===== src/hw/obj_pkg.sv =====
// sprite line-table engine shared definitions
// table sizes, the object record and the FSM state types

package obj_pkg;

    localparam int OBJ_COUNT   = 256;  // objects in one frame table
    localparam int FRAME_WORDS = 1024; // four words per object
    localparam int FRAME_AW    = 10;

    localparam int LINE_SLOTS  = 128;  // entries per video line
    localparam int SLOT_WORDS  = 4;    // only words 0..2 carry data

    // tile x must fall strictly between these
    localparam logic [15:0] X_MIN = 16'd48;
    localparam logic [15:0] X_MAX = 16'd448;

    // one sprite object as stored in the frame table
    // attr: [15:12] rows-1, [11:8] columns-1, [6] vflip, [5] hflip
    typedef struct packed {
        logic [15:0] x;
        logic [15:0] y;
        logic [15:0] code;
        logic [15:0] attr;
    } obj_entry_t;

    typedef enum logic [2:0] {
        fs_idle,
        fs_read_words,
        fs_compare,
        fs_emit,
        fs_end_token
    } fetch_state_e;

    typedef enum logic [1:0] {
        ws_idle,
        ws_write_entry,
        ws_fill
    } writer_state_e;

endpackage


===== src/hw/obj_stage_if.sv =====
// valid/ready link between sprite pipeline stages
// carries one object or one tile, plus the end-of-table marker

`timescale 1ns/1ps

interface obj_stage_if;

    logic                valid;
    logic                ready;
    obj_pkg::obj_entry_t obj;
    logic [3:0]          vsub;  // sub-line inside the tile
    logic [3:0]          row;   // tile row hit by the line
    logic                last;  // end token, obj is don't care

    modport src (
        output valid,
        output obj,
        output vsub,
        output row,
        output last,
        input  ready
    );

    modport dst (
        input  valid,
        input  obj,
        input  vsub,
        input  row,
        input  last,
        output ready
    );

endinterface


===== src/hw/obj_zone_check.sv =====
// visibility stage
// keeps objects whose vertical span covers the current line and
// works out the tile row and sub-line for them

`timescale 1ns/1ps

module obj_zone_check (
    input  logic        clk,
    input  logic        rst,
    input  logic [8:0]  vrender,
    obj_stage_if.dst    in,
    obj_stage_if.src    out
);

    logic [8:0] diff;    // line offset into the object, mod 512
    logic [8:0] height;  // object height in lines
    logic       vis;
    logic       vflip;

    always_comb begin
        vflip  = in.obj.attr[6];
        diff   = vrender - in.obj.y[8:0];
        height = {1'b0, in.obj.attr[15:12], 4'd0} + 9'd16;
        vis    = (diff < height);
    end

    // single holding register, free when empty or draining
    assign in.ready = !out.valid || out.ready;

    always_ff @(posedge clk or posedge rst) begin
        if (rst) begin
            out.valid <= 1'b0;
        end else if (in.ready) begin
            // invisible objects are taken and dropped here
            out.valid <= in.valid && (in.last || vis);
        end
    end

    always_ff @(posedge clk) begin
        if (in.valid && in.ready) begin
            out.obj  <= in.obj;
            out.last <= in.last;
            out.row  <= diff[7:4];
            out.vsub <= diff[3:0] ^ {4{vflip}};
        end
    end

endmodule


===== src/flat_wrapper.sv =====
// flat-port wrapper written by rule: the top's interface ports become plain ports
module obj_zone_check_flat 
  (clk, rst, vrender, in_valid, in_obj, in_vsub, in_row, in_last, in_ready, out_valid, out_obj, out_vsub, out_row, out_last, out_ready);
  obj_stage_if in_i ();
  obj_stage_if out_i ();
  input  logic clk;
  input  logic rst;
  input  logic [8:0] vrender;
  input wire logic [$bits(in_i.valid)-1:0] in_valid;
  input wire logic [$bits(in_i.obj)-1:0] in_obj;
  input wire logic [$bits(in_i.vsub)-1:0] in_vsub;
  input wire logic [$bits(in_i.row)-1:0] in_row;
  input wire logic [$bits(in_i.last)-1:0] in_last;
  output wire logic [$bits(in_i.ready)-1:0] in_ready;
  output wire logic [$bits(out_i.valid)-1:0] out_valid;
  output wire logic [$bits(out_i.obj)-1:0] out_obj;
  output wire logic [$bits(out_i.vsub)-1:0] out_vsub;
  output wire logic [$bits(out_i.row)-1:0] out_row;
  output wire logic [$bits(out_i.last)-1:0] out_last;
  input wire logic [$bits(out_i.ready)-1:0] out_ready;
  assign in_i.valid = in_valid;
  assign in_i.obj = in_obj;
  assign in_i.vsub = in_vsub;
  assign in_i.row = in_row;
  assign in_i.last = in_last;
  assign in_ready = in_i.ready;
  assign out_valid = out_i.valid;
  assign out_obj = out_i.obj;
  assign out_vsub = out_i.vsub;
  assign out_row = out_i.row;
  assign out_last = out_i.last;
  assign out_i.ready = out_ready;
  obj_zone_check u_core (.clk(clk), .rst(rst), .vrender(vrender), .in(in_i), .out(out_i));
endmodule

===== config.mk =====
export PLATFORM = sky130hd
export DESIGN_NAME = obj_zone_check_flat
export DESIGN_NICKNAME = d
export VERILOG_FILES = /design/src/hw/obj_pkg.sv /design/src/hw/obj_stage_if.sv /design/src/hw/obj_zone_check.sv /design/src/flat_wrapper.sv
export SDC_FILE = /design/constraint.sdc
export NUM_CORES = 1
export LEC_CHECK = 0
export BUFFER_PORTS_ARGS = -buffer_cell sky130_fd_sc_hd__buf_2
export CAP_MARGIN = 5
export CORE_ASPECT_RATIO = 0.6
export CORE_UTILIZATION = 44
export DETAILED_ROUTE_END_ITERATION = 7
export HOLD_SLACK_MARGIN = 0.02
export MAX_ROUTING_LAYER = met4
export PLACE_DENSITY = 0.81
export SKIP_LAST_GASP = 1
export SYNTH_ARGS = -nofsm -noshare
export SYNTH_HDL_FRONTEND = slang
export SYNTH_SLANG_ARGS = --single-unit

===== constraint.sdc =====
create_clock -name clk -period 3.41 [get_ports clk]
set_input_delay 0.682 -clock clk [delete_from_list [all_inputs] [get_ports clk]]
set_output_delay 0.682 -clock clk [all_outputs]
set_load 0.02 [all_outputs]

==> results.yml <==
drt:
  ant_nets: 0
  dr_total_vias: 1938
  dr.pass1.iters: 4
  routed_via_density: 4.715
  wirelength_mm: 6.202
  drtIter0Drc: 89
  routedWlPerCell_um: 15.09
  drcViolationCount: 0
synth:
  synthDistinctLibCells: 30
  synth-async-reset-ratio: 0.01351
  synth.largest_area_cell: "edfxtp_1"
  syn_inst: 159
  synth_warnings: 0
  yosysTopAreaCellShare: 0.7698
  netlist_top_cells_area: "edfxtp_1, ha_1, xnor2_1"
  synth_most_common_cell: "edfxtp_1"
  synth-edff-count: 73
  synth_area_um2: 2848
  ys.flop_type: "edfxtp_1"
  ys_seq_elements: 74
  synth_area_per_cell_um2: 17.91
  synth_common_cells: "edfxtp_1, inv_1, ha_1"
  seq_area_frac_synth: 0.7786
  syn_nets: 259
outcome:
  status: "complete, no violations"
sta:
  clock_skew_ns: 0.005793
  rsz0062_at_grt: "no"
  worst_pin_slew_ns: 0.9329
  finalSetupViolCount: 0
  tns_ns: 0
  fin_crit_ns: 2.870
  slew_headroom: 0.3781
  slew_violations: 0
  finalHoldViolations: 0
  worst_hold_slack_ns: 0.1539
  max_freq_ghz: 0.3484
  period_share: 0.8416
power:
  power_w: 0.002206
  peakVddDrop_uv: 271.2
  leakage_nw: 1.725
  powerDensity_nw_per_um2: 562.6
placement:
  hpwl_mm: 4.603
  port_buffers: 152
  place_area_um2: 3716
  place_congestion: 0.8143
  placed_cells: 395
global_route:
  grt_pass1_vias: 1805
  grt_start_max_net_pins: 74
  antenna_found_initial: 0
  grtUsageTotal: 0.1954
  grt_pass1_wl_mm: 9.370
  grt_remaining_overflow: 0
clock_tree:
  clk_pin_slew_ns: 0.08
  cts_tree: "done"
  insertion_delay_ns: 0.35
  cts_sinks: 74
  numCtsBuffers: 9
  ctsHoldBuffers: 0
  ctsResizeCount: 0
  cts_post_setup_buffers_inserted: 0
  clockBufferDepth: 2
  h-tree-depth: 3
  root_buffer: "clkbuf_8"
setup_path:
  crit_arrival_ns: 3.14
  critPathKind: "input pin to register"
  cp_num_buf_inv: 1
  critPathMostFrequentCell: "ha_1"
  critPathTopFamily: "adder cells"
  crit_chain: "buf_2, ha_1, fa_1, nand2b_1, a211oi_2, or4b_1, nand3_1, ha_1, a21oi_1, o21ai_0, o2bb2ai_1, a31oi_1"
  worstPathMaxFanout: 4
  cp-start-kind: "input pin"
  critPathMaxStageDelay_ns: 0.42
  cp-end-kind: "register"
  critPathSlowestCell: "fa_1"
  required_ns: 3.68
cells_and_area:
  layout-drive-gt1-share: 0.5260
  syn2layout_area_growth_pct: 37.70
  stdcell_count: 411
  nets: 422
  fin_area_um2: 3921
  num_antenna_cells: 0
floorplan:
  rows: 22
  core_area_um2: 6166
  dieArea_um2: 6808
  die_x_um: 105.9
  die_h_um: 64.32
  ioPinCount: 161
  initial_core_util: 0.4619
worst_hold_path:
  hp-class: "input pin to async pin"
flow_run:
  cap_violations: 0
[through the flow]
stage               utilization  worst slack (ns)
floorplan                     -            0.3226
global placement         0.6027            0.2627
detailed placement       0.6027            0.2284
CTS                      0.6360            0.5511
global route             0.6360            0.4113
finish                   0.6360            0.5400
[logic make-up (layout without fill, tap and decap cells)]
| family | count (synthesis) | after routing | share of synthesized area |
|---|---|---|---|
| AOI/OAI and AO/OA | 17 | 17 | 0.04130 |
| xor gates and xnor gates | 11 | 11 | 0.03383 |
| adders and majority gates | 14 | 14 | 0.06415 |
| buffers and inverters | 14 | 182 | 0.01845 |
| DFF | 74 | 74 | 0.7786 |
| muxes | 3 | 3 | 0.01055 |
| and+or+nand+nor | 26 | 26 | 0.05316 |
[registers in the layout, indices dropped and copies added (netlist names)]
name and cells:
u_core.out.last 1, u_core.out.valid 1, u_core.out.row 4, u_core.out.obj 64
u_core.out.vsub 4
[worst paths after layout]
kind,start,end,slack [ns],cells after the start
min,rst,u_core.out.valid,0.15,2
min reg2reg,u_core.out.valid,u_core.out.valid,0.74,3
max in group asynchronous,rst,u_core.out.valid,3.17,2
max,in_obj[32],u_core.out.valid,0.54,12
min in group clk,in_obj[49],u_core.out.obj[49],0.51,1
max reg2reg,u_core.out.valid,u_core.out.vsub[1],1.63,3
[cell usage in the layout, fill, tap and decap left out, types with 2 or more instances in the layout]
cell and count:
ha_1 13, edfxtp_1 73, inv_6 5, or4_1 2
inv_1 14, or4b_1 2, nand3_1 3, mux2i_1 3
o21ai_1 2, o21ai_0 3, nand2b_1 2, nor2_1 10
clkbuf_8 9, nor2b_1 2, a21oi_1 4, xnor2_1 9
buf_2 152, xor2_1 2
[metal layers]
| metal | up-vias | routed length (um) | global-route usage |
|---|---|---|---|
| met3 | 6 | 558 | 0.07755 |
| met1 | 917 | 2734 | 0.2510 |
| li1 | 927 | - | - |
| met4 | 0 | 32 | 0.03819 |
| met2 | 88 | 2877 | 0.2966 |
| met5 | - | 0 | - |
[power breakdown]
part | total (W) | switching, W | internal [W] | leakage, nW
Sequential | 0.00112 | 0.0000196 | 0.00110 | 0.712
Clock | 0.000704 | 0.000353 | 0.000351 | 0.102
Combinational | 0.000382 | 0.000241 | 0.000142 | 0.911
Total | 0.00221 | 0.000613 | 0.00159 | 1.73
[cell type report]
cell class,count,area (um^2)
tap,84,105.1
fill,475,2245
clock inverter,7,81.33
inverter,14,52.55
timing repair buffer,152,760.7
multi-input combinational,71,580.6
sequential,74,2217
clock buffer,9,123.9
(Power assumes the default switching activity.)
