[config.mk]
export PLATFORM = sky130hd
export DESIGN_NAME = obj_tile_expand_flat
export DESIGN_NICKNAME = d
export VERILOG_FILES = /design/src/hw/obj_pkg.sv /design/src/hw/obj_stage_if.sv /design/src/hw/obj_tile_expand.sv /design/src/flat_wrapper.sv
export SDC_FILE = /design/constraint.sdc
export NUM_CORES = 1
export LEC_CHECK = 0
export ABC_AREA = 0
export BUFFER_PORTS_ARGS = -buffer_cell sky130_fd_sc_hd__buf_2
export CAP_MARGIN = 0
export CORE_AREA = 2 2 106 108
export DETAILED_ROUTE_END_ITERATION = 10
export DIE_AREA = 0 0 108 110
export GPL_TIMING_DRIVEN = 0
export PLACE_DENSITY = 0.6
export SLEW_MARGIN = 20
export SYNTH_ARGS = -nofsm -noshare
export SYNTH_HDL_FRONTEND = slang
export SYNTH_SLANG_ARGS = --single-unit
[constraint.sdc]
create_clock -name clk -period 5 [get_ports clk]
set_input_delay 1 -clock clk [delete_from_list [all_inputs] [get_ports clk]]
set_output_delay 1 -clock clk [all_outputs]
set_load 0.01 [all_outputs]
[src/hw/obj_pkg.sv]
// sprite line-table engine shared definitions
// table sizes, the object record and the FSM state types

package obj_pkg;

    localparam int OBJ_COUNT   = 256;  // objects in one frame table
    localparam int FRAME_WORDS = 1024; // four words per object
    localparam int FRAME_AW    = 10;

    localparam int LINE_SLOTS  = 128;  // entries per video line
    localparam int SLOT_WORDS  = 4;    // only words 0..2 carry data

    // tile x must fall strictly between these
    localparam logic [15:0] X_MIN = 16'd48;
    localparam logic [15:0] X_MAX = 16'd448;

    // one sprite object as stored in the frame table
    // attr: [15:12] rows-1, [11:8] columns-1, [6] vflip, [5] hflip
    typedef struct packed {
        logic [15:0] x;
        logic [15:0] y;
        logic [15:0] code;
        logic [15:0] attr;
    } obj_entry_t;

    typedef enum logic [2:0] {
        fs_idle,
        fs_read_words,
        fs_compare,
        fs_emit,
        fs_end_token
    } fetch_state_e;

    typedef enum logic [1:0] {
        ws_idle,
        ws_write_entry,
        ws_fill
    } writer_state_e;

endpackage

[src/hw/obj_stage_if.sv]
// valid/ready link between sprite pipeline stages
// carries one object or one tile, plus the end-of-table marker

`timescale 1ns/1ps

interface obj_stage_if;

    logic                valid;
    logic                ready;
    obj_pkg::obj_entry_t obj;
    logic [3:0]          vsub;  // sub-line inside the tile
    logic [3:0]          row;   // tile row hit by the line
    logic                last;  // end token, obj is don't care

    modport src (
        output valid,
        output obj,
        output vsub,
        output row,
        output last,
        input  ready
    );

    modport dst (
        input  valid,
        input  obj,
        input  vsub,
        input  row,
        input  last,
        output ready
    );

endinterface

[src/hw/obj_tile_expand.sv]
// tile expansion stage
// turns one visible object into one entry per horizontal tile, with
// code nibble offsets and flipped x order

`timescale 1ns/1ps

module obj_tile_expand (
    input  logic     clk,
    input  logic     rst,
    obj_stage_if.dst in,
    obj_stage_if.src out
);

    obj_pkg::obj_entry_t obj_q;
    obj_pkg::obj_entry_t tile;
    logic [3:0]          row_q, vsub_q;
    logic                last_q;
    logic                have_q;     // an object is being expanded
    logic [3:0]          n_q;        // current column
    logic [3:0]          mrow, npos;
    logic                final_tile;

    always_comb begin
        // vertical flip counts rows from the bottom
        mrow = obj_q.attr[6] ? obj_q.attr[15:12] - row_q : row_q;
        npos = obj_q.attr[5] ? obj_q.attr[11:8] - n_q : n_q;
        final_tile = last_q || (n_q == obj_q.attr[11:8]);

        tile      = obj_q;
        tile.code = {obj_q.code[15:8], obj_q.code[7:4] + mrow, obj_q.code[3:0] + n_q};
        tile.x    = obj_q.x + {8'd0, npos, 4'd0};   // 16 pixels per column
    end

    assign out.valid = have_q;
    assign out.obj   = tile;
    assign out.vsub  = vsub_q;
    assign out.row   = row_q;
    assign out.last  = last_q;

    // next object may load as the last tile leaves
    assign in.ready = !have_q || (out.ready && final_tile);

    always_ff @(posedge clk or posedge rst) begin
        if (rst) begin
            have_q <= 1'b0;
            n_q    <= '0;
        end else if (in.valid && in.ready) begin
            have_q <= 1'b1;
            n_q    <= '0;
        end else if (have_q && out.ready) begin
            if (final_tile) begin
                have_q <= 1'b0;
            end else begin
                n_q <= n_q + 4'd1;
            end
        end
    end

    always_ff @(posedge clk) begin
        if (in.valid && in.ready) begin
            obj_q  <= in.obj;
            row_q  <= in.row;
            vsub_q <= in.vsub;
            last_q <= in.last;
        end
    end

endmodule

[src/flat_wrapper.sv]
// flat-port wrapper written by rule: the top's interface ports become plain ports
module obj_tile_expand_flat 
  (clk, rst, in_valid, in_obj, in_vsub, in_row, in_last, in_ready, out_valid, out_obj, out_vsub, out_row, out_last, out_ready);
  obj_stage_if in_i ();
  obj_stage_if out_i ();
  input  logic clk;
  input  logic rst;
  input wire logic [$bits(in_i.valid)-1:0] in_valid;
  input wire logic [$bits(in_i.obj)-1:0] in_obj;
  input wire logic [$bits(in_i.vsub)-1:0] in_vsub;
  input wire logic [$bits(in_i.row)-1:0] in_row;
  input wire logic [$bits(in_i.last)-1:0] in_last;
  output wire logic [$bits(in_i.ready)-1:0] in_ready;
  output wire logic [$bits(out_i.valid)-1:0] out_valid;
  output wire logic [$bits(out_i.obj)-1:0] out_obj;
  output wire logic [$bits(out_i.vsub)-1:0] out_vsub;
  output wire logic [$bits(out_i.row)-1:0] out_row;
  output wire logic [$bits(out_i.last)-1:0] out_last;
  input wire logic [$bits(out_i.ready)-1:0] out_ready;
  assign in_i.valid = in_valid;
  assign in_i.obj = in_obj;
  assign in_i.vsub = in_vsub;
  assign in_i.row = in_row;
  assign in_i.last = in_last;
  assign in_ready = in_i.ready;
  assign out_valid = out_i.valid;
  assign out_obj = out_i.obj;
  assign out_vsub = out_i.vsub;
  assign out_row = out_i.row;
  assign out_last = out_i.last;
  assign out_i.ready = out_ready;
  obj_tile_expand u_core (.clk(clk), .rst(rst), .in(in_i), .out(out_i));
endmodule
==> results of run 1 <==
power by group:
group / switching (mW) / internal (mW) / leakage [nW] / total [mW]
combinational: 0.230 / 0.210 / 1.32 / 0.441
sequential: 0.0297 / 0.771 / 0.744 / 0.800
clock: 0.225 / 0.225 / 0.0896 / 0.449
total: 0.484 / 1.21 / 2.15 / 1.69
through the flow:
stage               worst slack [ps]  utilization  instance area (um^2)  total power, mW  cells
floorplan                       1446            -                  3669            1.099    259
global placement               560.1       0.4299                  4599            1.251    550
detailed placement             995.7       0.4327                  4629            1.263    551
CTS                            575.5       0.4495                  4808            1.721    566
global route                   403.9       0.4495                  4808            1.794    566
finish                         617.2       0.4499                  4813            1.690    568
Yosys cell counts (4+ instances only):
master and n:
sky130_fd_sc_hd__a21o_1 4, sky130_fd_sc_hd__a21oi_1 10, sky130_fd_sc_hd__buf_4 44, sky130_fd_sc_hd__dfrtp_1 5, sky130_fd_sc_hd__edfxtp_1 73, sky130_fd_sc_hd__fa_1 5
sky130_fd_sc_hd__ha_1 17, sky130_fd_sc_hd__inv_1 25, sky130_fd_sc_hd__nand2_1 7, sky130_fd_sc_hd__nand3_1 4, sky130_fd_sc_hd__nor2_1 4, sky130_fd_sc_hd__xnor2_1 14
sky130_fd_sc_hd__xor2_1 5
kinds of logic after synthesis:
kind of cell / count (synthesis) / synth area share
XOR/XNOR: 20 / 0.04980
flip-flops: 78 / 0.6317
adder cells (fa/ha/maj): 22 / 0.08527
buffers and inverters: 71 / 0.1180
AO/OA/AOI/OAI: 36 / 0.06583
multiplexers: 2 / 0.006820
AND/OR/NAND/NOR: 30 / 0.04264
final cells by class:
cell class	instances	share of cell area
inverters	25	0.01950
plain buffers	46	0.07044
clock inverters	5	0.01066
clock buffers	10	0.02651
well taps	140	0.03639
flip-flops and latches	78	0.4814
repair buffers	152	0.1627
diodes	2	0.001040
multi-input cells	110	0.1913
flip-flops by register name (all words and copies together), names as in the netlist:
signal and cells:
u_core.n_q 4, u_core.obj_q 24, u_core.out.last 1, u_core.out.obj 40
u_core.out.row 4, u_core.out.valid 1, u_core.out.vsub 4
metal layers:
| metal | track usage | up-vias | wire length, um |
|---|---|---|---|
| met5 | 0 | - | 0 |
| met4 | 0.05495 | 0 | 110 |
| met3 | 0.05350 | 8 | 761 |
| met2 | 0.2013 | 102 | 3514 |
| met1 | 0.1452 | 1132 | 2891 |
| li1 | - | 1207 | - |
worst max-delay path, cell delays in order, from the launching register on:
cell                       delay (ps)
sky130_fd_sc_hd__dfrtp_1          440
sky130_fd_sc_hd__inv_1            190
sky130_fd_sc_hd__ha_1             270
sky130_fd_sc_hd__nor2b_1          150
sky130_fd_sc_hd__o21a_1           190
sky130_fd_sc_hd__o311ai_0         350
sky130_fd_sc_hd__o311ai_1         200
sky130_fd_sc_hd__ha_1             360
sky130_fd_sc_hd__o21ai_0          100
sky130_fd_sc_hd__o21ai_1          280
sky130_fd_sc_hd__nand4_1          170
sky130_fd_sc_hd__xnor2_1          190
sky130_fd_sc_hd__buf_2            160
worst paths after layout:
path | from | endpoint | cells after the start
max | u_core.n_q[1] | out_obj[59] | 12
min | rst | u_core.n_q[0] | 2
max reg2reg | u_core.n_q[2] | u_core.out.obj[34] | 7
min reg2reg | u_core.out.valid | u_core.n_q[3] | 2
max in group asynchronous | rst | u_core.n_q[2] | 2
min in group clk | u_core.out.valid | u_core.n_q[3] | 2
layout by cell type (no fill, tap or decap), drive strengths merged, types with 2 or more instances in the layout:
cell type	instances
inv	25
dfrtp	5
nand2b	3
and2	2
a31oi	2
a211oi	2
fa	5
clkbuf	11
a21boi	2
o311ai	3
a21o	4
and3	2
o2111ai	2
buf	197
a21oi	11
o21ai	6
clkinv	3
nor2b	2
nor3	2
nor2	4
diode	2
edfxtp	73
nand2	7
ha	17
xor2	5
xnor2	15
nand3	4
==> qor.yml, run 1 <==
required_ps: 4000
maxSlewViolCount: 0
crit_arrival_ps: 3380
yosys_warnings: 0
clock_tree.root_cell: "sky130_fd_sc_hd__clkbuf_8"
htree_num_levels: 3
setup_viol_count_final: 0
via_per_inst: 4.312
grt_first_pass_wirelength_mm: 11.14
syn-instance-count: 259
power_density_mw_per_mm2: 351.1
irDropWorstVdd_mv: 0.2057
totalNegativeSetupSlack_ps: 0
die_h_um: 110
portion_of_the_post_synthesis_area_used_by_sequential_elements: 0.6317
globalRouteTotalUtil: 0.1247
p_leak_nw: 2.152
ys_async_rst_share: 0.06410
synthesis.area_mm2: 0.003669
synth_flop_cell: "sky130_fd_sc_hd__edfxtp_1"
multi_input_comb_area_um2: 920.9
core_footprint_mm2: 0.01070
clock_skew_ps: 6.600
cts-root-to-sink-buffers: 2
tightest_slew_ps: 347.6
clock_latency_ps: 340
rsz_0062_raised_after_global_routing: "no"
status: "complete, no violations"
ys_ff_latch: 78
clk_pin_slew_ps: 80
grt_start_max_net_pins: 52
path_max_fanout: 5
detail-route-antenna-nets: 0
fillers: 1042
cts.repair.resized: 0
place_congestion: 0.7408
worst_setup_path_start_kind: "flip-flop"
grt_pass1_vias: 2370
via_count: 2449
final-seq-area_mm2: 0.002317
drive_above_1_share: 0.5047
postRouteWirelength_mm: 7.277
worst-r2r-setup-slack_ps: 2430
drtIter0Drc: 104
synthesized_nets: 358
detail_route.first_pass.iterations: 4
netlist.top_cell.by_area: "sky130_fd_sc_hd__edfxtp_1"
syn_to_final_growth_pct: 31.21
tritoncts_sinks: 78
tritoncts: "done"
syn-mean-instance-area_um2: 14.16
hold_buf_cts: 0
whs_ps: 543.3
synth_top_cells_by_area: "sky130_fd_sc_hd__edfxtp_1 (60%), sky130_fd_sc_hd__buf_4 (9.0%), sky130_fd_sc_hd__ha_1 (5.8%)"
timing.max_slew.rel_slack: 0.7646
std_cell_rows: 38
critical_path_class: "reg -> out"
period_minus_slack_ps: 4383
die_area_mm2: 0.01188
ys_types: 42
hp-class: "in -> async"
timing.max_cap.violations: 0
die-width_um: 108
timing_hold_violations_final: 0
synth-edff-count: 73
finalCritPeriodShare: 0.8766
tritoncts.num_buffers: 9
initial_utilization: 0.3429
grt.overflow.total: 0
final_nets: 521
hpwlAfterDp_mm: 5.530
i_o_pin_count: 152
place.port_buffers: 151
post-synth-top-area-fraction: 0.5975
wl_per_instance_um: 12.81
detail_route.drc_violations: 0
critPathCaptureType: "output pin"
grt_antenna_before_repair: 0
max_clock_freq_ghz: 0.2282
post-cts-setup-buffers: 0
(Power assumes the default switching activity.)
==> run 2, diff against run 1 <==
CELL_PAD_IN_SITES_DETAIL_PLACEMENT = 0   (was not set)
CELL_PAD_IN_SITES_GLOBAL_PLACEMENT = 2   (was not set)
CORE_AREA = 2 2 109 111   (was 2 2 106 108)
DIE_AREA = 0 0 111 113   (was 0 0 108 110)
PLACE_DENSITY = not set   (was 0.6)
PLACE_DENSITY_LB_ADDON = 0.1   (was not set)
==> run 2 against run 1 <==
Net effect: first-iteration DRC count is 40% lower; die area is 5.6% higher; sequential cell count stayed put; largest cell class unchanged; via count is 1.9% lower; power is 13% higher; global-route usage hardly changed.
==> qor.yml, run 2 (synthesis results as in run 1) <==
status: "complete, no violations"  # unchanged
critPathCaptureType: "output pin"  # unchanged
tightest_slew_ps: 407.3  # was 347.6 ps
tritoncts: "done"  # unchanged
clock_latency_ps: 330  # was 340 ps
post-cts-setup-buffers: 0  # unchanged
timing_hold_violations_final: 0  # unchanged
grt_start_max_net_pins: 48  # was 52
detail_route.first_pass.iterations: 4  # unchanged
regToRegStartpoint: "u_core.n_q[2]"  # unchanged
final_nets: 521  # unchanged
clk_pin_slew_ps: 60  # was 80 ps
setup_viol_count_final: 0  # unchanged
worst_setup_path_start_kind: "flip-flop"  # unchanged
i_o_pin_count: 152  # unchanged
required_ps: 4000  # about the same
place.port_buffers: 151  # unchanged
critical_path_class: "reg -> out"  # unchanged
detail-route-antenna-nets: 0  # unchanged
syn_to_final_growth_pct: 34.58  # was 31.21%
crit_arrival_ps: 3250  # was 3380 ps
hp-class: "in -> async"  # unchanged
timing.max_slew.rel_slack: 0.7285  # was 0.7646
p_leak_nw: 2.206  # was 2.152 nW
layout_commonest_cell: "sky130_fd_sc_hd__buf_2"  # unchanged
hold_buf_cts: 0  # unchanged
detail_route.drc_violations: 0  # unchanged
worstReg2RegEnd: "u_core.out.obj[27]"  # was u_core.out.obj[34]
drive_above_1_share: 0.5023  # was 0.5047
post_layout_nonfiller_instances: 569  # was 568
tritoncts.num_buffers: 9  # unchanged
clock_tree.root_cell: "sky130_fd_sc_hd__clkbuf_16"  # was sky130_fd_sc_hd__clkbuf_8
max_clock_freq_ghz: 0.2354  # was 0.2282 GHz
grt.overflow.total: 0  # unchanged
die_h_um: 113  # was 110 um
totalNegativeSetupSlack_ps: 0  # unchanged
rr_worst_depth: 7  # unchanged
htree_num_levels: 3  # unchanged
wl_per_instance_um: 13.07  # was 12.81 um
place_congestion: 0.7517  # was 0.7408
period_minus_slack_ps: 4248  # was 4383 ps
globalRouteTotalUtil: 0.1245  # was 0.1247
hpwlAfterDp_mm: 5.797  # was 5.530 mm
worst-r2r-setup-slack_ps: 2450  # was 2430 ps
die_area_mm2: 0.01254  # was 0.01188 mm^2
core_footprint_mm2: 0.01127  # was 0.01070 mm^2
irDropWorstVdd_mv: 0.1862  # was 0.2057 mV
mostFrequentLayoutCells: "sky130_fd_sc_hd__buf_2 (152), sky130_fd_sc_hd__edfxtp_1 (73), sky130_fd_sc_hd__buf_4 (44), sky130_fd_sc_hd__inv_1 (25), sky130_fd_sc_hd__ha_1 (17)"  # unchanged
grt_first_pass_wirelength_mm: 12.06  # was 11.14 mm
grt_pass1_vias: 2410  # was 2,370
maxSlewViolCount: 0  # unchanged
cts-root-to-sink-buffers: 2  # unchanged
cts.repair.resized: 0  # unchanged
via_per_inst: 4.223  # was 4.312
drtIter0Drc: 62  # was 104
power_density_mw_per_mm2: 387.9  # was 351.1 mW/mm^2
largest_reg_flops: 40  # unchanged
antennaDiodeCount: 0  # was 2
die-width_um: 111  # was 108 um
place.detailed.instances: 554  # was 551
initial_utilization: 0.3255  # was 0.3429
postRouteWirelength_mm: 7.434  # was 7.277 mm
finalCritPeriodShare: 0.8497  # was 0.8766
fillers: 1095  # was 1,042
clock_skew_ps: 5.738  # was 6.600 ps
total_power_consumption_mw: 1.915  # was 1.690 mW
path_max_fanout: 5  # unchanged
grt_antenna_before_repair: 0  # unchanged
timing.max_cap.violations: 0  # unchanged
multi_input_comb_area_um2: 920.9  # unchanged
tritoncts_sinks: 78  # unchanged
std_cell_rows: 39  # was 38
final-seq-area_mm2: 0.002317  # unchanged
via_count: 2403  # was 2,449
rsz_0062_raised_after_global_routing: "no"  # unchanged
[run 2: area by class of cell]
type,count,area share
clock inverter,5,0.01521
buffer,46,0.06868
sequential,78,0.4693
clock buffer,10,0.04638
multi-input combinational,110,0.1865
timing repair buffer,152,0.1586
inverter,25,0.01901
tap,143,0.03624
[run 2: stage by stage]
stage | instance area (um^2) | hold slack (ps) | utilization | setup WS, ps
2_1_floorplan | 3669 | 538.9 | - | 1446
3_3_place_gp | 4603 | 582.0 | 0.4084 | 456.2
3_5_place_dp | 4633 | 578.7 | 0.4110 | 1045
4_1_cts | 4937 | 560.4 | 0.4380 | 671.8
5_1_grt | 4937 | 579.6 | 0.4380 | 319.7
6_report | 4937 | 565.3 | 0.4380 | 751.5
[run 2: worst max-delay path by stage]
stage,slack (ps),start,cells past startpoint,to
after floorplan,1450,u_core.n_q[1],11,out_obj[59]
after global placement,460,u_core.n_q[2],6,u_core.out.row[1]
after detailed placement,1050,u_core.n_q[1],12,out_obj[59]
after CTS,670,u_core.n_q[1],12,out_obj[59]
after global routing,320,u_core.n_q[1],12,out_obj[59]
final,750,u_core.n_q[1],12,out_obj[59]
[run 2: metal layers]
| metal | vias to the layer above | track usage | wire length, um | share of wire |
|---|---|---|---|---|
| met5 | - | 0 | 0 | 0 |
| met3 | 7 | 0.06909 | 906 | 0.12 |
| met4 | 0 | 0.05000 | 97 | 0.013 |
| met2 | 104 | 0.1910 | 3411 | 0.46 |
| met1 | 1089 | 0.1460 | 3018 | 0.41 |
| li1 | 1203 | - | - | - |
[run 2: power by group]
group          switching [mW]  leakage [nW]  internal [mW]
logic                   0.233          1.32          0.211
registers              0.0294         0.744          0.772
clock network           0.239         0.144          0.431
total                   0.501          2.21           1.41
[run 2: critical path, stage by stage, from the launching register on]
cell and delay [ps]:
sky130_fd_sc_hd__dfrtp_1 420, sky130_fd_sc_hd__inv_1 200, sky130_fd_sc_hd__ha_1 280, sky130_fd_sc_hd__nor2b_1 140
sky130_fd_sc_hd__o21a_1 190, sky130_fd_sc_hd__o311ai_0 320, sky130_fd_sc_hd__o311ai_1 160, sky130_fd_sc_hd__ha_1 360
sky130_fd_sc_hd__o21ai_0 90, sky130_fd_sc_hd__o21ai_1 290, sky130_fd_sc_hd__nand4_1 160, sky130_fd_sc_hd__xnor2_1 150
sky130_fd_sc_hd__buf_2 150
