--- src/hw/obj_pkg.sv ---
// sprite line-table engine shared definitions
// table sizes, the object record and the FSM state types

package obj_pkg;

    localparam int OBJ_COUNT   = 256;  // objects in one frame table
    localparam int FRAME_WORDS = 1024; // four words per object
    localparam int FRAME_AW    = 10;

    localparam int LINE_SLOTS  = 128;  // entries per video line
    localparam int SLOT_WORDS  = 4;    // only words 0..2 carry data

    // tile x must fall strictly between these
    localparam logic [15:0] X_MIN = 16'd48;
    localparam logic [15:0] X_MAX = 16'd448;

    // one sprite object as stored in the frame table
    // attr: [15:12] rows-1, [11:8] columns-1, [6] vflip, [5] hflip
    typedef struct packed {
        logic [15:0] x;
        logic [15:0] y;
        logic [15:0] code;
        logic [15:0] attr;
    } obj_entry_t;

    typedef enum logic [2:0] {
        fs_idle,
        fs_read_words,
        fs_compare,
        fs_emit,
        fs_end_token
    } fetch_state_e;

    typedef enum logic [1:0] {
        ws_idle,
        ws_write_entry,
        ws_fill
    } writer_state_e;

endpackage

--- src/hw/obj_stage_if.sv ---
// valid/ready link between sprite pipeline stages
// carries one object or one tile, plus the end-of-table marker

`timescale 1ns/1ps

interface obj_stage_if;

    logic                valid;
    logic                ready;
    obj_pkg::obj_entry_t obj;
    logic [3:0]          vsub;  // sub-line inside the tile
    logic [3:0]          row;   // tile row hit by the line
    logic                last;  // end token, obj is don't care

    modport src (
        output valid,
        output obj,
        output vsub,
        output row,
        output last,
        input  ready
    );

    modport dst (
        input  valid,
        input  obj,
        input  vsub,
        input  row,
        input  last,
        output ready
    );

endinterface

--- src/hw/obj_fetch.sv ---
// fetch stage
// walks the frame table from the top object down, drops exact repeats
// and closes the table with an end token

`timescale 1ns/1ps

module obj_fetch (
    input  logic                          clk,
    input  logic                          rst,
    input  logic                          start,
    output logic                          busy,
    output logic [obj_pkg::FRAME_AW-1:0]  rd_addr,
    input  logic [15:0]                   rd_data,
    obj_stage_if.src                      out
);

    obj_pkg::fetch_state_e state;

    logic [$clog2(obj_pkg::OBJ_COUNT)-1:0] obj_idx;
    logic [1:0]                            word_cnt;
    logic                                  first;     // never skip the first object
    logic [15:0]                           attr_q, code_q, y_q;
    obj_pkg::obj_entry_t                   cand, prev;
    logic                                  repeated;
    logic                                  at_bottom;

    assign rd_addr   = {obj_idx, word_cnt};
    assign at_bottom = (obj_idx == '0);

    // x word lands during the compare cycle
    always_comb begin
        cand.attr = attr_q;
        cand.code = code_q;
        cand.y    = y_q;
        cand.x    = rd_data;
        repeated  = (cand == prev);
    end

    assign out.vsub = '0;
    assign out.row  = '0;

    always_ff @(posedge clk or posedge rst) begin
        if (rst) begin
            state     <= obj_pkg::fs_idle;
            busy      <= 1'b0;
            obj_idx   <= '0;
            word_cnt  <= '0;
            first     <= 1'b1;
            out.valid <= 1'b0;
            out.last  <= 1'b0;
        end else begin
            case (state)
                obj_pkg::fs_idle: begin
                    if (start) begin
                        busy     <= 1'b1;
                        obj_idx  <= '1;     // highest object first
                        word_cnt <= '0;
                        first    <= 1'b1;
                        state    <= obj_pkg::fs_read_words;
                    end
                end
                obj_pkg::fs_read_words: begin
                    word_cnt <= word_cnt + 2'd1;
                    if (word_cnt == 2'd3) begin
                        state <= obj_pkg::fs_compare;
                    end
                end
                obj_pkg::fs_compare: begin
                    first <= 1'b0;
                    if (repeated && !first) begin
                        // skip it, same as the one before
                        if (at_bottom) begin
                            out.valid <= 1'b1;
                            out.last  <= 1'b1;
                            state     <= obj_pkg::fs_end_token;
                        end else begin
                            obj_idx <= obj_idx - 1'b1;
                            state   <= obj_pkg::fs_read_words;
                        end
                    end else begin
                        out.valid <= 1'b1;
                        state     <= obj_pkg::fs_emit;
                    end
                end
                obj_pkg::fs_emit: begin
                    if (out.ready) begin
                        if (at_bottom) begin
                            out.last <= 1'b1;    // valid stays up for the token
                            state    <= obj_pkg::fs_end_token;
                        end else begin
                            out.valid <= 1'b0;
                            obj_idx   <= obj_idx - 1'b1;
                            state     <= obj_pkg::fs_read_words;
                        end
                    end
                end
                obj_pkg::fs_end_token: begin
                    if (out.ready) begin
                        out.valid <= 1'b0;
                        out.last  <= 1'b0;
                        busy      <= 1'b0;
                        state     <= obj_pkg::fs_idle;
                    end
                end
                default: state <= obj_pkg::fs_idle;
            endcase
        end
    end

    // object words and the compare history
    always_ff @(posedge clk) begin
        if (state == obj_pkg::fs_read_words) begin
            case (word_cnt)
                2'd1:    attr_q <= rd_data;
                2'd2:    code_q <= rd_data;
                2'd3:    y_q    <= rd_data;
                default: ;
            endcase
        end
        if (state == obj_pkg::fs_compare) begin
            prev    <= cand;
            out.obj <= cand;
        end
    end

endmodule

--- src/flat_wrapper.sv ---
// flat-port wrapper written by rule: the top's interface ports become plain ports
module obj_fetch_flat 
  (clk, rst, start, busy, rd_addr, rd_data, out_valid, out_obj, out_vsub, out_row, out_last, out_ready);
  obj_stage_if out_i ();
  input  logic clk;
  input  logic rst;
  input  logic start;
  output logic busy;
  output logic [obj_pkg::FRAME_AW-1:0] rd_addr;
  input  logic [15:0] rd_data;
  output wire logic [$bits(out_i.valid)-1:0] out_valid;
  output wire logic [$bits(out_i.obj)-1:0] out_obj;
  output wire logic [$bits(out_i.vsub)-1:0] out_vsub;
  output wire logic [$bits(out_i.row)-1:0] out_row;
  output wire logic [$bits(out_i.last)-1:0] out_last;
  input wire logic [$bits(out_i.ready)-1:0] out_ready;
  assign out_valid = out_i.valid;
  assign out_obj = out_i.obj;
  assign out_vsub = out_i.vsub;
  assign out_row = out_i.row;
  assign out_last = out_i.last;
  assign out_i.ready = out_ready;
  obj_fetch u_core (.clk(clk), .rst(rst), .start(start), .busy(busy), .rd_addr(rd_addr), .rd_data(rd_data), .out(out_i));
endmodule
--- config.mk ---
export PLATFORM = sky130hd
export DESIGN_NAME = obj_fetch_flat
export DESIGN_NICKNAME = d
export VERILOG_FILES = /design/src/hw/obj_pkg.sv /design/src/hw/obj_stage_if.sv /design/src/hw/obj_fetch.sv /design/src/flat_wrapper.sv
export SDC_FILE = /design/constraint.sdc
export NUM_CORES = 1
export LEC_CHECK = 0
export CELL_PAD_IN_SITES_DETAIL_PLACEMENT = 0
export CELL_PAD_IN_SITES_GLOBAL_PLACEMENT = 1
export CORE_MARGIN = 4
export CORE_UTILIZATION = 55
export DETAILED_ROUTE_END_ITERATION = 8
export DONT_BUFFER_PORTS = 1
export PLACE_DENSITY = 0.87
export SYNTH_ARGS = -nofsm -noshare
export SYNTH_HDL_FRONTEND = slang
export SYNTH_SLANG_ARGS = --single-unit
--- constraint.sdc ---
create_clock -name clk -period 7.7 [get_ports clk]
set_clock_uncertainty 0.15 [all_clocks]
set_input_delay 2.31 -clock clk [delete_from_list [all_inputs] [get_ports clk]]
set_output_delay 2.31 -clock clk [all_outputs]
set_load 0.005 [all_outputs]
==> impl_metrics.env, run 1 <==
export IMPL_outcome="complete, no violations"
export IMPL_synth_seq_cells=129
export IMPL_synth_adder_area_share_pct=0.938
export IMPL_cts_root_buf="clkbuf_8"
export IMPL_arrival_ns=4.11
export IMPL_synth_cell_types=47
export IMPL_r2r_start="u_core.obj_idx[0]$_DFFE_PP0P_"
export IMPL_syn_area_per_cell_sq_um=14.6
export IMPL_die_area_sq_um=11300
export IMPL_grtUsageMet1_pct=26.4
export IMPL_num_rows=35
export IMPL_hold_class="flop to flop"
export IMPL_slew_viol_final=0
export IMPL_path_max_fanout=11
export IMPL_fillers=691
export IMPL_grt_overflow_total=0
export IMPL_clkSlewWorstSetupHoldPaths_ns=0.06
export IMPL_cts_tree="built"
export IMPL_ios=105
export IMPL_dp_cells=487
export IMPL_finalSetupViolations=0
export IMPL_power_density_nw_per_um2=350
export IMPL_area_growth_pct=12.6
export IMPL_start_util_pct=57.2
export IMPL_maxCapViolations=0
export IMPL_synth_cells=365
export IMPL_synthSimpleGateAreaFrac_pct=9.96
export IMPL_crit_required_ns=7.95
export IMPL_synth_main_ff_cell="edfxtp_1"
export IMPL_final_cell_mix="edfxtp_1, xnor2_1, inv_1, clkbuf_16, dfrtp_1"
export IMPL_cts_buffer_depth=2
export IMPL_globalRouteTotalUtil_pct=20.9
export IMPL_drtPass1Iterations=4
export IMPL_cp_end_kind="flop"
export IMPL_layout_min_cycle_time_ns=3.86
export IMPL_io_buffers=0
export IMPL_yosys_area_top_type="edfxtp_1"
export IMPL_hold_end="u_core.out.obj[4]$_DFFE_PP_"
export IMPL_tns_ns=0
export IMPL_crit_path_start_kind="input pin"
export IMPL_final_core_util_pct=64.4
export IMPL_crit_type="input pin to flop"
export IMPL_dp_hpwl_um=7950
export IMPL_postRouteAntennaNets=0
export IMPL_synthMuxAreaShare_pct=0.750
export IMPL_fin_nets=401
export IMPL_min_period_over_period_pct=50.1
export IMPL_p_leak_uw=0.00202
export IMPL_yosys_warnings=0
export IMPL_dieHeight_um=107
export IMPL_grt_pass1_vias=2998
export IMPL_worstHoldStart="u_core.attr_q[4]$_DFFE_PP_"
export IMPL_grtUsageMet2_pct=32.2
export IMPL_antenna_found_initial=0
export IMPL_cts_resized=0
export IMPL_drc=0
export IMPL_r2r_cells=9
export IMPL_holdBufCountCts=0
export IMPL_clock_latency_ns=0.51
export IMPL_relSlewSlack_pct=34.8
export IMPL_rsz0062_at_grt="false"
export IMPL_tightest_slew_ns=0.978
export IMPL_netlist_area_sq_um=5340
export IMPL_netlist_area_leader_share_pct=63.0
export IMPL_synth_edf_count=112
export IMPL_holdWs_ns=0.298
export IMPL_vias=3018
export IMPL_wl_um=11400
export IMPL_min_path_cells=0
export IMPL_fmax_mhz=259
export IMPL_chipWidth_um=107
export IMPL_drt_iter0_drc=221
export IMPL_vias_per_cell=5.82
export IMPL_routabilityCongestion=0.840
export IMPL_grt_max_degree=46
export IMPL_drive_gt1_share_pct=9.74
export IMPL_grt_pass1_wl_um=17400
export IMPL_use_met3_pct=9.47
export IMPL_top_usage_layer="met2"
export IMPL_yosysSeqAreaShare_pct=71.0
export IMPL_cts_sinks=129
export IMPL_synth_area_leaders="edfxtp_1, dfrtp_1, xnor2_1"
export IMPL_synthXorXnorAreaFrac_pct=6.89
export IMPL_diodes=0
export IMPL_cts_max_level=4
export IMPL_r2r_slack_ns=4.98
export IMPL_design_core_area_sq_um=9330
export IMPL_vdd_drop_max_mv=0.266
export IMPL_final_common_cell="edfxtp_1"
export IMPL_synth_top_family_by_area="simple AND/OR/NAND/NOR gates"
export IMPL_post_cts_buffers=0
export IMPL_cts_buffers=17
export IMPL_stdcell_count=519
export IMPL_hold_violations=0
export IMPL_r2r_end="u_core.obj_idx[0]$_DFFE_PP0P_"
export IMPL_wl_per_cell_um=22.0
export IMPL_synthArstFlopShare_pct=13.2
export IMPL_synth_compound_area_share_pct=7.13
area by class of cell:
class	count	area (sq um)	share of cell area (%)
sequential	129	3790	63.1
multi-input combinational	207	1410	23.4
clock buffer	17	414	6.89
tap	129	161	2.69
clock inverter	15	149	2.48
inverter	21	78.8	1.31
timing repair buffer	1	7.51	0.125
synthesized netlist by cell type (5+ instances only):
| cell | instances |
|---|---|
| nor2_1 | 14 |
| buf_4 | 8 |
| nand3_1 | 7 |
| nand4_1 | 11 |
| nor3_1 | 5 |
| inv_1 | 21 |
| edfxtp_1 | 112 |
| nor4_1 | 5 |
| nor2b_1 | 13 |
| o21a_1 | 5 |
| o21ai_0 | 8 |
| a21oi_1 | 8 |
| clkbuf_1 | 5 |
| nand2_1 | 15 |
| dfrtp_1 | 16 |
| nand2b_1 | 12 |
| xnor2_1 | 38 |
state kept, by name, indices dropped and copies added (netlist names):
name,count
u_core.word_cnt,2
u_core.attr_q,16
u_core.out.obj,64
u_core.y_q,16
u_core.obj_idx,8
u_core.code_q,16
u_core.first,1
u_core.out.valid,1
u_core.out.last,1
u_core.busy,1
u_core.state,3
worst max-delay path, cell delays in order:
cell and delay [ns]:
nor2b_1 0.12, a2111o_1 0.40, nor4_2 0.26, nand4_1 0.16, o21a_1 0.36, or3_1 0.40, o21a_1 0.11
cell families after synthesis:
family          Yosys count
compound gates           52
simple gates             97
flops                   129
fa+ha+maj                 4
buf+inv                  36
mux                       4
xor+xnor                 42
other cells               1
power by group:
| part | switching [uW] | internal [uW] |
|---|---|---|
| Combinational | 176 | 111 |
| Sequential | 129 | 930 |
| Clock | 321 | 437 |
metrics by stage:
step / setup WS, ns / power, uW / cell area [sq um]
2_1_floorplan: 3.45 / 1270 / 5360
3_3_place_gp: 3.36 / 1350 / 5450
3_5_place_dp: 3.30 / 1360 / 5450
4_1_cts: 3.83 / 2120 / 6010
5_1_grt: 3.75 / 2200 / 6010
6_report: 3.84 / 2100 / 6010
worst max-delay path by stage:
stage | endpoint | slack [ns] | startpoint | cells past startpoint
final | u_core.obj_idx[0]$_DFFE_PP0P_ | 3.84 | rd_data[5] | 7
after global routing | u_core.obj_idx[0]$_DFFE_PP0P_ | 3.75 | rd_data[5] | 7
after CTS | u_core.obj_idx[0]$_DFFE_PP0P_ | 3.83 | rd_data[5] | 7
after detailed placement | u_core.obj_idx[0]$_DFFE_PP0P_ | 3.30 | rd_data[5] | 7
after global placement | u_core.obj_idx[0]$_DFFE_PP0P_ | 3.36 | rd_data[5] | 7
after floorplan | u_core.out.obj[0]$_DFFE_PP_ | 3.45 | u_core.state[1]$_DFFE_PP0P_ | 3
routing by layer:
metal | share of wire, % | routed length [um]
met3 | 12 | 1340
met4 | 1.7 | 193
met2 | 47 | 5340
met5 | 0 | 0
met1 | 40 | 4560
(Power assumes the default switching activity.)
==> inputs of run 2 (changes only) <==
--- a/config.mk
+++ b/config.mk
@@ -8,10 +8,10 @@
 export CELL_PAD_IN_SITES_DETAIL_PLACEMENT = 0
 export CELL_PAD_IN_SITES_GLOBAL_PLACEMENT = 1
 export CORE_MARGIN = 4
-export CORE_UTILIZATION = 55
+export CORE_UTILIZATION = 46
 export DETAILED_ROUTE_END_ITERATION = 8
 export DONT_BUFFER_PORTS = 1
-export PLACE_DENSITY = 0.87
+export PLACE_DENSITY = 0.78
 export SYNTH_ARGS = -nofsm -noshare
 export SYNTH_HDL_FRONTEND = slang
 export SYNTH_SLANG_ARGS = --single-unit
==> constraint.sdc (replaced) <==
create_clock -name clk -period 3.49 [get_ports clk]
set_clock_uncertainty 0.15 [all_clocks]
set_input_delay 1.047 -clock clk [delete_from_list [all_inputs] [get_ports clk]]
set_output_delay 1.047 -clock clk [all_outputs]
set_load 0.005 [all_outputs]
==> run 2 against run 1 <==
- non-clock buffer count up 1
- utilization fell by 11 points
- cell area rose by 0.85%
- critical path type is now flop to flop
- clock power grew 130%
- global-route usage shrank 3.1 points
- critical endpoint unchanged
- largest cell class unchanged
==> impl_metrics.env, run 2 (same netlist as run 1, synthesis figures left out) <==
export IMPL_outcome="complete, no violations"
export IMPL_io_buffers=0
export IMPL_intPower_uw=3310
export IMPL_wl_um=11400
export IMPL_p_leak_uw=0.00204
export IMPL_cp_end_kind="flop"
export IMPL_drc=0
export IMPL_largest_reg_flops=64
export IMPL_design_core_area_sq_um=11400
export IMPL_worstHoldStart="u_core.attr_q[4]$_DFFE_PP_"
export IMPL_layout_min_cycle_time_ns=2.72
export IMPL_globalRouteTotalUtil_pct=17.9
export IMPL_drt_iter0_drc=301
export IMPL_vias=2957
export IMPL_fmax_mhz=368
export IMPL_largest_register="u_core.out.obj"
export IMPL_cts_tree="built"
export IMPL_r2r_start="u_core.obj_idx[0]$_DFFE_PP0P_"
export IMPL_rsz0062_at_grt="false"
export IMPL_area_growth_pct=13.5
export IMPL_chipWidth_um=116
export IMPL_power_uw=4690
export IMPL_path_max_fanout=9
export IMPL_fillers=916
export IMPL_hold_class="flop to flop"
export IMPL_p_switching_uw=1370
export IMPL_tightest_slew_ns=0.978
export IMPL_hold_end="u_core.out.obj[4]$_DFFE_PP_"
export IMPL_fin_nets=402
export IMPL_min_period_over_period_pct=77.9
export IMPL_crit_required_ns=3.65
export IMPL_dp_hpwl_um=8030
export IMPL_sequentialPowerShare_pct=49.9
export IMPL_postRouteAntennaNets=0
export IMPL_ios=105
export IMPL_cts_root_buf="clkbuf_16"
export IMPL_p_clk_share_pct=36.6
export IMPL_grt_pass1_vias=2963
export IMPL_vdd_drop_max_mv=0.478
export IMPL_r2r_end="u_core.obj_idx[0]$_DFFE_PP0P_"
export IMPL_stdcell_count=534
export IMPL_cts_sinks=129
export IMPL_grt_max_degree=28
export IMPL_slew_viol_final=0
export IMPL_holdBufCountCts=0
export IMPL_wl_per_cell_um=21.4
export IMPL_vias_per_cell=5.54
export IMPL_clkSlewWorstSetupHoldPaths_ns=0.06
export IMPL_final_common_cell="edfxtp_1"
export IMPL_relSlewSlack_pct=34.8
export IMPL_r2r_cells=9
export IMPL_combinationalPowerShare_pct=13.6
export IMPL_min_path_cells=0
export IMPL_power_density_nw_per_um2=773
export IMPL_dieHeight_um=116
export IMPL_dp_cells=502
export IMPL_cts_max_level=4
export IMPL_switching_share_pct=29.3
export IMPL_finalSetupViolations=0
export IMPL_drtPass1Iterations=4
export IMPL_post_cts_buffers=0
export IMPL_antenna_found_initial=0
export IMPL_tns_ns=0
export IMPL_hold_violations=0
export IMPL_diodes=0
export IMPL_final_cell_mix="edfxtp_1, xnor2_1, inv_1, clkbuf_16, dfrtp_1"
export IMPL_maxCapViolations=0
export IMPL_cts_resized=0
export IMPL_arrival_ns=2.87
export IMPL_grt_overflow_total=0
export IMPL_cts_buffer_depth=2
export IMPL_clock_latency_ns=0.41
export IMPL_crit_type="flop to flop"
export IMPL_cts_buffers=17
export IMPL_die_area_sq_um=13400
export IMPL_r2r_slack_ns=0.77
export IMPL_routabilityCongestion=0.804
export IMPL_start_util_pct=46.9
export IMPL_crit_path_start_kind="flop"
export IMPL_num_rows=39
export IMPL_grt_pass1_wl_um=17400
export IMPL_drive_gt1_share_pct=9.72
## run 2: cell types whose count changed in the layout (fill, tap and decap cells not counted), sizes merged
cell      before  now
clkbuf        17   18
clkinv         3    2
clkinvlp       4    3
buf            1    2
inv           28   29
## run 2: worst max path at each step
stage | to | startpoint | slack [ns] | depth (start not counted)
floorplan | u_core.out.obj[0]$_DFFE_PP_ | u_core.state[1]$_DFFE_PP0P_ | 0.33 | 3
global placement | u_core.obj_idx[0]$_DFFE_PP0P_ | rd_data[5] | 0.42 | 7
detailed placement | u_core.obj_idx[0]$_DFFE_PP0P_ | rd_data[5] | 0.38 | 7
CTS | u_core.obj_idx[0]$_DFFE_PP0P_ | u_core.obj_idx[0]$_DFFE_PP0P_ | 0.76 | 9
global route | u_core.obj_idx[1]$_DFFE_PP0P_ | u_core.obj_idx[0]$_DFFE_PP0P_ | 0.41 | 9
finish | u_core.obj_idx[0]$_DFFE_PP0P_ | u_core.obj_idx[0]$_DFFE_PP0P_ | 0.77 | 9
## run 2: layout make-up
cell class                      count  area [sq um]  share of cell area, %
Timing Repair Buffer                2          27.5                  0.454
Inverter                           21          78.8                   1.30
Clock inverter                     14           148                   2.44
Tap cell                          143           179                   2.95
Clock buffer                       18           429                   7.08
Sequential cell                   129          3790                   62.5
Multi-Input combinational cell    207          1410                   23.2
## run 2: through the flow
step	area (sq um)	util [%]	worst slack, ns	hold WS (ns)
final	6060	53.3	0.770	0.306
after floorplan	5370	-	0.332	0.276
after global routing	6060	53.3	0.415	0.314
after detailed placement	5480	48.2	0.378	0.293
after CTS	6060	53.3	0.764	0.310
after global placement	5480	48.2	0.420	0.285
## run 2: power by group through the flow
stage | Combinational [uW] | Clock [uW] | Sequential, uW
6_report | 636 | 1710 | 2340
5_1_grt | 721 | 1820 | 2380
2_1_floorplan | 546 | 0 | 2240
3_5_place_dp | 644 | 0 | 2370
3_3_place_gp | 630 | 0 | 2360
4_1_cts | 648 | 1740 | 2340
## run 2: critical path: stages (launching register included)
cell	delay, ns
dfrtp_1	0.40
inv_1	0.08
ha_1	0.23
nor3b_1	0.22
a21boi_1	0.22
o21ai_0	0.14
a21oi_1	0.54
nand2_1	0.19
or3_1	0.34
o21a_1	0.11
## run 2: layer usage
layer,track usage (%),wire length [um]
met2,24.8,5070
met3,8.41,1310
met5,0,0
met1,24.3,4830
met4,7.12,222
